**src/logic/umode_pkg.sv**
```systemverilog
`default_nettype none

package umode_pkg;

  // Only U and M privilege modes exist on this core
  typedef logic [1:0] mode_t;

  localparam mode_t MODE_U = 2'b00;
  localparam mode_t MODE_M = 2'b11;

  // mstatus fields
  localparam int MPP_POS  = 11;
  localparam int MPP_LEN  = 2;
  localparam int MPRV_POS = 17;
  localparam int TW_POS   = 21;

  // misa extension bits
  localparam int MISA_U_POS = 20;
  localparam int MISA_S_POS = 18;
  localparam int MISA_N_POS = 13;

  // System instruction encodings
  localparam logic [6:0]  SYSTEM_OPCODE = 7'b1110011;
  localparam logic [31:0] MRET_IDATA    = 32'h3020_0073;
  localparam logic [31:0] WFI_IDATA     = 32'h1050_0073;
  localparam logic [31:0] URET_IDATA    = 32'h0020_0073;
  localparam logic [31:0] ECALL_IDATA   = 32'h0000_0073;
  localparam logic [31:0] CUSTOM0_IDATA = {6'b100011, 11'd0, 3'b000, 5'd0, SYSTEM_OPCODE};
  localparam logic [31:0] CUSTOM1_IDATA = {6'b110011, 11'd0, 3'b000, 5'd0, SYSTEM_OPCODE};
  localparam logic [31:0] CUSTOM_IMASK  = {6'b111111, 11'd0, 3'b111, 5'd0, 7'b1111111};

  // Exception causes
  localparam logic [5:0] CAUSE_INSTR_FAULT  = 6'd1;
  localparam logic [5:0] CAUSE_ILLEGAL_INSN = 6'd2;
  localparam logic [5:0] CAUSE_ECALL_U      = 6'd8;
  localparam logic [5:0] CAUSE_PRIO_A       = 6'd24;
  localparam logic [5:0] CAUSE_PRIO_B       = 6'd25;

  // One flag per rule
  localparam int NUM_RULES = 9;

  localparam int R_MODE_UNSUP   = 0;
  localparam int R_MISA_BITS    = 1;
  localparam int R_MPP_LEGAL    = 2;
  localparam int R_UMODE_MPRV   = 3;
  localparam int R_TRAP_TO_M    = 4;
  localparam int R_MRET_TARGET  = 5;
  localparam int R_ECALL_U      = 6;
  localparam int R_PRIV_ILLEGAL = 7;
  localparam int R_WFI_LEGAL    = 8;

  typedef logic [NUM_RULES-1:0] rule_vec_t;

endpackage

`default_nettype wire

```
**src/logic/retire_decode.sv**
```systemverilog
`timescale 1ns/1ps
`default_nettype none

module retire_decode
  import umode_pkg::*;
(
  input  wire logic [31:0] retire_insn,
  input  wire logic        retire_trap,
  input  wire logic [5:0]  retire_cause,
  output logic             is_mret,
  output logic             is_wfi,
  output logic             is_ecall,
  output logic             is_uret,
  output logic             is_custom,
  output logic             is_csr_priv,
  output logic             trap_illegal,
  output logic             trap_prio
);

  logic [2:0] funct3;
  logic       is_system;
  logic       is_csr;

  assign funct3    = retire_insn[14:12];
  assign is_system = (retire_insn[6:0] == SYSTEM_OPCODE);

  // Exact encodings
  assign is_mret  = (retire_insn == MRET_IDATA);
  assign is_wfi   = (retire_insn == WFI_IDATA);
  assign is_ecall = (retire_insn == ECALL_IDATA);
  assign is_uret  = (retire_insn == URET_IDATA);

  // Both custom encodings share one mask
  assign is_custom = ((retire_insn & CUSTOM_IMASK) == CUSTOM0_IDATA) ||
                     ((retire_insn & CUSTOM_IMASK) == CUSTOM1_IDATA);

  // csrrw/csrrs/csrrc and their immediate forms
  assign is_csr = is_system && (funct3 != 3'd0) && (funct3 != 3'd4);

  // CSR address bits 9:8 give the lowest level allowed to access it
  assign is_csr_priv = is_csr && (retire_insn[29:28] != 2'b00);

  assign trap_illegal = retire_trap && (retire_cause == CAUSE_ILLEGAL_INSN);

  // Causes that outrank an illegal-instruction trap
  assign trap_prio = retire_trap &&
                     (retire_cause inside {CAUSE_INSTR_FAULT, CAUSE_PRIO_A, CAUSE_PRIO_B});

  // Exact-match classes must never overlap
  always_comb begin
    a_one_class: assert ($onehot0({is_mret, is_wfi, is_ecall, is_uret}))
      else $error("retire_decode: more than one instruction class matched %h", retire_insn);
  end

endmodule

`default_nettype wire

```
**src/logic/retire_tracker.sv**
```systemverilog
`timescale 1ns/1ps
`default_nettype none

module retire_tracker
  import umode_pkg::*;
(
  input  wire logic        clk_i,
  input  wire logic        rst_n,
  input  wire logic        retire_valid,
  input  wire mode_t       retire_mode,
  input  wire logic        retire_trap,
  input  wire logic        is_mret,
  input  wire logic [31:0] mstatus_rdata,
  output logic             prev_valid,
  output logic             prev_trap,
  output logic             prev_mret_m,
  output mode_t            prev_mpp
);

  logic mret_m_ok;

  // Successful mret executed from machine mode
  assign mret_m_ok = is_mret && (retire_mode == MODE_M) && !retire_trap;

  always_ff @(posedge clk_i or negedge rst_n) begin
    if (!rst_n) begin
      prev_valid  <= 1'b0;
      prev_trap   <= 1'b0;
      prev_mret_m <= 1'b0;
    end else if (retire_valid) begin
      prev_valid  <= 1'b1;
      prev_trap   <= retire_trap;
      prev_mret_m <= mret_m_ok;
    end
  end

  // MPP read by the retiring instruction becomes the mret target
  always_ff @(posedge clk_i) begin
    if (retire_valid) begin
      prev_mpp <= mstatus_rdata[MPP_POS +: MPP_LEN];
    end
  end

  // History stays valid until the next reset
  a_prev_sticky: assert property (
    @(posedge clk_i) disable iff (!rst_n)
    prev_valid |=> prev_valid
  ) else $error("retire_tracker: prev_valid dropped without reset");

endmodule

`default_nettype wire

```
**src/logic/priv_rule_check.sv**
```systemverilog
`timescale 1ns/1ps
`default_nettype none

module priv_rule_check
  import umode_pkg::*;
#(
  parameter int CNT_W = 16
) (
  input  wire logic        clk_i,
  input  wire logic        rst_n,
  input  wire logic        retire_valid,
  input  wire mode_t       retire_mode,
  input  wire logic        retire_trap,
  input  wire logic [5:0]  retire_cause,
  input  wire logic [31:0] mstatus_rdata,
  input  wire logic [31:0] mstatus_wdata,
  input  wire logic [31:0] mstatus_wmask,
  input  wire logic [31:0] misa_rdata,
  input  wire logic        is_mret,
  input  wire logic        is_wfi,
  input  wire logic        is_ecall,
  input  wire logic        is_uret,
  input  wire logic        is_custom,
  input  wire logic        is_csr_priv,
  input  wire logic        trap_illegal,
  input  wire logic        trap_prio,
  input  wire logic        prev_valid,
  input  wire logic        prev_trap,
  input  wire logic        prev_mret_m,
  input  wire mode_t       prev_mpp,
  output logic             viol_valid,
  output rule_vec_t        viol_flags,
  output logic [CNT_W-1:0] viol_count
);

  localparam int FLAG_CNT_W = $clog2(NUM_RULES + 1);

  logic [31:0]           mstatus_post;
  mode_t                 post_mpp;
  logic                  in_umode;
  logic                  tw;
  logic                  priv_insn;
  rule_vec_t             rule_flags;
  logic [FLAG_CNT_W-1:0] flag_cnt;
  logic [CNT_W:0]        cnt_sum;

  // mstatus after the write takes masked bits from wdata
  assign mstatus_post = (mstatus_wdata & mstatus_wmask) | (mstatus_rdata & ~mstatus_wmask);
  assign post_mpp     = mstatus_post[MPP_POS +: MPP_LEN];

  assign in_umode = (retire_mode == MODE_U);
  assign tw       = mstatus_rdata[TW_POS];

  // Everything U-mode must not execute
  assign priv_insn = is_mret || is_uret || is_custom || is_csr_priv || (is_wfi && tw);

  always_comb begin
    rule_flags = '0;
    rule_flags[R_MODE_UNSUP] = !(retire_mode inside {MODE_U, MODE_M});
    rule_flags[R_MISA_BITS]  = !misa_rdata[MISA_U_POS] || misa_rdata[MISA_S_POS] ||
                               misa_rdata[MISA_N_POS];
    rule_flags[R_MPP_LEGAL]  = !(post_mpp inside {MODE_U, MODE_M});
    rule_flags[R_UMODE_MPRV] = in_umode && mstatus_rdata[MPRV_POS];

    // Rules against the previous retirement
    rule_flags[R_TRAP_TO_M]   = prev_valid && prev_trap && (retire_mode != MODE_M);
    rule_flags[R_MRET_TARGET] = prev_valid && prev_mret_m && (retire_mode != prev_mpp);

    rule_flags[R_ECALL_U] = is_ecall && in_umode &&
                            !((retire_trap && (retire_cause == CAUSE_ECALL_U)) || trap_prio);
    rule_flags[R_PRIV_ILLEGAL] = in_umode && priv_insn && !(trap_illegal || trap_prio);
    rule_flags[R_WFI_LEGAL]    = in_umode && is_wfi && !tw && trap_illegal;
  end

  // Number of broken rules this retirement
  always_comb begin
    flag_cnt = '0;
    for (int i = 0; i < NUM_RULES; i++) begin
      flag_cnt = flag_cnt + FLAG_CNT_W'(rule_flags[i]);
    end
  end

  assign cnt_sum = {1'b0, viol_count} + (CNT_W + 1)'(flag_cnt);

  always_ff @(posedge clk_i or negedge rst_n) begin
    if (!rst_n) begin
      viol_valid <= 1'b0;
      viol_flags <= '0;
      viol_count <= '0;
    end else begin
      viol_valid <= retire_valid;
      viol_flags <= retire_valid ? rule_flags : '0;
      if (retire_valid) begin
        // Saturate on carry out
        viol_count <= cnt_sum[CNT_W] ? '1 : cnt_sum[CNT_W-1:0];
      end
    end
  end

  a_one_report: assert property (
    @(posedge clk_i) disable iff (!rst_n)
    viol_valid == $past(retire_valid)
  ) else $error("priv_rule_check: viol_valid does not follow retire_valid");

endmodule

`default_nettype wire

```
**src/logic/umode_checker_top.sv**
```systemverilog
`timescale 1ns/1ps
`default_nettype none

module umode_checker_top
  import umode_pkg::*;
#(
  parameter int CNT_W = 16
) (
  input  wire logic        clk_i,
  input  wire logic        rst_n,
  input  wire logic        retire_valid,
  input  wire mode_t       retire_mode,
  input  wire logic [31:0] retire_insn,
  input  wire logic        retire_trap,
  input  wire logic [5:0]  retire_cause,
  input  wire logic [31:0] mstatus_rdata,
  input  wire logic [31:0] mstatus_wdata,
  input  wire logic [31:0] mstatus_wmask,
  input  wire logic [31:0] misa_rdata,
  output logic             viol_valid,
  output rule_vec_t        viol_flags,
  output logic [CNT_W-1:0] viol_count
);

  // Instruction and trap classes
  logic  is_mret;
  logic  is_wfi;
  logic  is_ecall;
  logic  is_uret;
  logic  is_custom;
  logic  is_csr_priv;
  logic  trap_illegal;
  logic  trap_prio;

  // Previous retirement
  logic  prev_valid;
  logic  prev_trap;
  logic  prev_mret_m;
  mode_t prev_mpp;

  retire_decode u_decode (
    .retire_insn  (retire_insn),
    .retire_trap  (retire_trap),
    .retire_cause (retire_cause),
    .is_mret      (is_mret),
    .is_wfi       (is_wfi),
    .is_ecall     (is_ecall),
    .is_uret      (is_uret),
    .is_custom    (is_custom),
    .is_csr_priv  (is_csr_priv),
    .trap_illegal (trap_illegal),
    .trap_prio    (trap_prio)
  );

  retire_tracker u_tracker (
    .clk_i         (clk_i),
    .rst_n         (rst_n),
    .retire_valid  (retire_valid),
    .retire_mode   (retire_mode),
    .retire_trap   (retire_trap),
    .is_mret       (is_mret),
    .mstatus_rdata (mstatus_rdata),
    .prev_valid    (prev_valid),
    .prev_trap     (prev_trap),
    .prev_mret_m   (prev_mret_m),
    .prev_mpp      (prev_mpp)
  );

  priv_rule_check #(
    .CNT_W (CNT_W)
  ) u_rules (
    .clk_i         (clk_i),
    .rst_n         (rst_n),
    .retire_valid  (retire_valid),
    .retire_mode   (retire_mode),
    .retire_trap   (retire_trap),
    .retire_cause  (retire_cause),
    .mstatus_rdata (mstatus_rdata),
    .mstatus_wdata (mstatus_wdata),
    .mstatus_wmask (mstatus_wmask),
    .misa_rdata    (misa_rdata),
    .is_mret       (is_mret),
    .is_wfi        (is_wfi),
    .is_ecall      (is_ecall),
    .is_uret       (is_uret),
    .is_custom     (is_custom),
    .is_csr_priv   (is_csr_priv),
    .trap_illegal  (trap_illegal),
    .trap_prio     (trap_prio),
    .prev_valid    (prev_valid),
    .prev_trap     (prev_trap),
    .prev_mret_m   (prev_mret_m),
    .prev_mpp      (prev_mpp),
    .viol_valid    (viol_valid),
    .viol_flags    (viol_flags),
    .viol_count    (viol_count)
  );

endmodule

`default_nettype wire

```
**config.mk**
```make
export PLATFORM = sky130hd
export DESIGN_NAME = umode_checker_top
export DESIGN_NICKNAME = d
export VERILOG_FILES = /design/src/logic/umode_pkg.sv /design/src/logic/retire_decode.sv /design/src/logic/retire_tracker.sv /design/src/logic/priv_rule_check.sv /design/src/logic/umode_checker_top.sv
export SDC_FILE = /design/constraint.sdc
export NUM_CORES = 1
export LEC_CHECK = 0
export BUFFER_PORTS_ARGS = -buffer_cell sky130_fd_sc_hd__buf_2
export CAP_MARGIN = 0
export CORE_MARGIN = 4
export CORE_UTILIZATION = 39
export CTS_BUF_LIST = sky130_fd_sc_hd__clkbuf_8
export DETAILED_ROUTE_END_ITERATION = 10
export MAX_ROUTING_LAYER = met4
export PLACE_DENSITY = 0.87
export SYNTH_ARGS = -nofsm -noshare
export SYNTH_HDL_FRONTEND = slang
export SYNTH_HIERARCHICAL = 1
export SYNTH_SLANG_ARGS = --single-unit
```
**constraint.sdc**
```tcl
create_clock -name clk_i -period 5.7 [get_ports clk_i]
set_input_delay 1.14 -clock clk_i [delete_from_list [all_inputs] [get_ports clk_i]]
set_output_delay 1.14 -clock clk_i [all_outputs]
set_load 0.005 [all_outputs]
```
==> metrics.md <==
| Metric | Value |
|---|---|
| CP endpoint | u_rules/viol_count[14] |
| Netlist cell types | 44 |
| Antenna Nets Post-Route | 0 |
| Cts bufs inserted | 5 |
| Fraction of layout cells with a size suffix above 1 | between 30% and 40% |
| Share of the synthesized area in the top cell type | 37.47% |
| Tmin final | 5.299 ns |
| RSZ-0062 raised after global routing | false |
| Die W | 78.47 um |
| Routability Congestion | ~0.83 |
| Via count | ~1.8k |
| Ant diodes | 0 |
| Cell taking the most area after synthesis | dfrtp_1 |
| Dpl hpwl | 4421 um |
| Critical path class | input pin to flip-flop |
| CTS tree | built |
| Root Driver | clkbuf_8 |
| I/O pin cnt | around 200 |
| Final Max Tran Viols | 0 |
| EDFF count, synth | 2 |
| Residual DRC | 0 |
| Fmax | about 190 MHz |
| Reg2reg start | u_tracker/prev_valid |
| Flop pwr share | about 33% |
| Avg Synthesized Cell Area | roughly 10 um^2 |
| Worst slack, placed | -0.06346 ns |
| Yosys warns | 6 |
| Mapped Nets | 380 |
| Final core utilization | between 50 and 60% |
| Maximum VDD drop | about 0.24 mV |
| Crit-path max FO | 3 |
| Pwr/cell area | 343.6 nW/um^2 |
| Max-slew headroom | 57.20% |
| Clock power frac | a little over a fifth |
| Final Setup Violations | 0 |
| Cells after Synth | between 150 and 200 |
| Avg Vias per Cell | about 5.2 |
| Worst setup SP type | input pin |
| Worst slew pin tran | ~0.64 ns |
| Main synth FF type | dfrtp_1 |
| Starting Density | between 40% and 50% |
| Pre-antenna DRT Iters | 5 |
| Crit share post-route | about 93% |
| R2R setup slack | roughly 1.9 ns |
| Area of the multi-input gates | around 1100 um^2 |
| Max-cap violation count | 0 |
| Grt ovf | 0 |
| Wire per inst | between 15 and 20 um |
| CP Data Required Time | 5.83 ns |
| Core box area | 4755 um^2 |
| HP Class | flip-flop to flip-flop |
| Crit path DAT | about 5.4 ns |
| Synth Register Bits | 31 |
| Switching part of the total | just under 40% |
| Fin nets | 470 |
| Row count | 25 |
| Worst Reg-to-Reg Cells | 14 |
| Vias in the first global route | roughly 1.8k |
| Outcome | finished, final reports clean |
| Fillers | between 400 and 500 |
| Fin. Hold Viols | 0 |
| Global-route wire length before repair | 8783 um |
| Combinational share of power | between 40% and 50% |
| Clock Path Buffers | 2 |
| Element type at the critical path end | flip-flop |
| Post-synth ARST share | between 90% and 100% |
| Routed wire length | around 5400 um |
| Post-Syn Area | around 1900 um^2 |
| Worst clock skew | between 0.003 and 0.004 ns |
| Drt initial violations | 93 |
| Hold path startpoint | u_tracker/prev_trap |
| R2R Path End | u_rules/viol_count[14] |
| Die area | roughly 6000 um^2 |
| Worst skew pair latency | ~0.28 ns |
| Leakage | between 1 and 1.5 nW |
| Die Span Y | ~78 um |
| Largest cells by area after synthesis | dfrtp_1, fa_1, ha_1 |
| NetSw | 341.3 uW |
| Reg clk slew, reported paths | about 0.060 ns |
| Sequential area share after synthesis | 40.57% |
| Seq. cell area | roughly 790 um^2 |
| Clock tree sinks | 31 |
| Crit path from | retire_insn[15] |
| Largest net degree at the start of global routing | 30 |
| Initial antenna violation count | 0 |
| H-Tree Depth | 2 |
| Hold_ws | ~0.5 ns |
| PnR worst setup slack | approximately 0.40 ns |
| Buffers on Ports | 80 |
| GRT Overall Usage | between 10% and 20% |
| Area growth from synthesis to layout | 33.46% |
| Int Power | between 500 and 600 uW |
[critical path: stages]
cell	delay [ns]
buf_2	0.10
nor4_2	0.28
nand4_1	0.25
nor4_2	0.33
and4b_1	0.26
fa_1	0.44
fa_1	0.49
inv_1	0.05
fa_1	0.53
inv_1	0.04
ha_1	0.22
fa_1	0.43
a211oi_2	0.30
nor4_4	0.09
buf_4	0.16
a31oi_1	0.22
a41oi_1	0.08
[cells in the final DEF, fill, tap and decap left out, types with 5 or more instances in the layout]
cell,n
dfrtp_1,29
nand3_1,8
nor4_2,5
clkbuf_8,7
nand4_1,6
buf_2,80
nor3_1,7
xnor2_1,7
nand2_1,22
inv_1,13
fa_1,6
nor2_1,15
ha_1,8
and2_1,5
[metrics by stage]
| step | TNS, ns | instance area (um^2) | power, mW | cells |
|---|---|---|---|---|
| floorplan | 0 | 1937 | 0.5583 | 194 |
| global placement | 0 | 2455 | 0.6755 | 343 |
| detailed placement | -0.06346 | 2455 | 0.6962 | 343 |
| CTS | 0 | 2555 | 0.8952 | 351 |
| global route | 0 | 2585 | 0.9671 | 352 |
| finish | 0 | 2585 | 0.8882 | 352 |
[area by class of cell]
class | count | area share (%)
clock inverters | 1 | 0.1452
flip-flops and latches | 31 | 30.40
multi-input cells | 149 | 43.32
clock buffers | 7 | 3.727
inverters | 12 | 1.742
well taps | 67 | 3.243
repair buffers | 85 | 17.42
[timing repair]
| action | CTS | global route |
|---|---|---|
| setup endpoints to repair | 0 | 14 |
| buffers inserted | 0 | 1 |
| resized for setup | 0 | 4 |
| hold buffers | 0 | 0 |
[state kept, by name, indices dropped and copies added (netlist names)]
signal and count:
u_tracker/prev_valid 1, u_rules/viol_valid 1, u_tracker/prev_mpp 2, u_rules/viol_flags 9, u_rules/viol_count 16, u_tracker/prev_mret_m 1
u_tracker/prev_trap 1
[worst min path at each step]
stage,endpoint,depth (start not counted)
floorplan,u_tracker/prev_valid,1
global placement,u_tracker/prev_valid,1
detailed placement,u_tracker/prev_trap,1
CTS,u_tracker/prev_trap,1
global route,u_tracker/prev_trap,1
finish,u_tracker/prev_trap,1
[power by group through the flow]
stage	Clock (mW)	Sequential [mW]	Combinational, mW
2_1_floorplan	0	0.292	0.266
3_3_place_gp	0	0.294	0.382
3_5_place_dp	0	0.295	0.401
4_1_cts	0.189	0.292	0.414
5_1_grt	0.197	0.298	0.472
6_report	0.185	0.293	0.411
[layer usage]
metal / GRT usage (%) / wire (um) / vias to the layer above
met5: - / 0 / -
met4: 5.944 / 112 / 0
met3: 3.899 / 329 / 10
met2: 29.28 / 2474 / 87
met1: 25.66 / 2510 / 852
li1: - / - / 895
[Yosys cell counts (all sizes together), types with 2 or more instances]
cell type / n
or3: 3
edfxtp: 2
nor3: 7
a31oi: 3
and2: 5
xnor2: 7
nor2: 15
o21ai: 4
ha: 8
a211oi: 2
and4b: 3
nand4: 6
or2: 2
a21oi: 5
mux2: 2
or4: 4
nand2: 22
fa: 6
nand3: 8
xor2: 3
inv: 12
nor4bb: 2
nand4bb: 2
nor4: 9
mux2i: 4
nand3b: 2
and3: 3
nand4b: 2
dfrtp: 29
o31ai: 3
[cells by family after synthesis]
logic type	after synthesis	share of synthesized area [%]
AND/OR/NAND/NOR	97	29.59
flip-flops	31	40.57
AO/OA/AOI/OAI	22	7.752
buffers and inverters	14	2.777
adder cells (fa/ha/maj)	14	11.37
XOR/XNOR	10	4.522
multiplexers	6	3.424
Note: power is estimated with default switching activity, not from simulation.
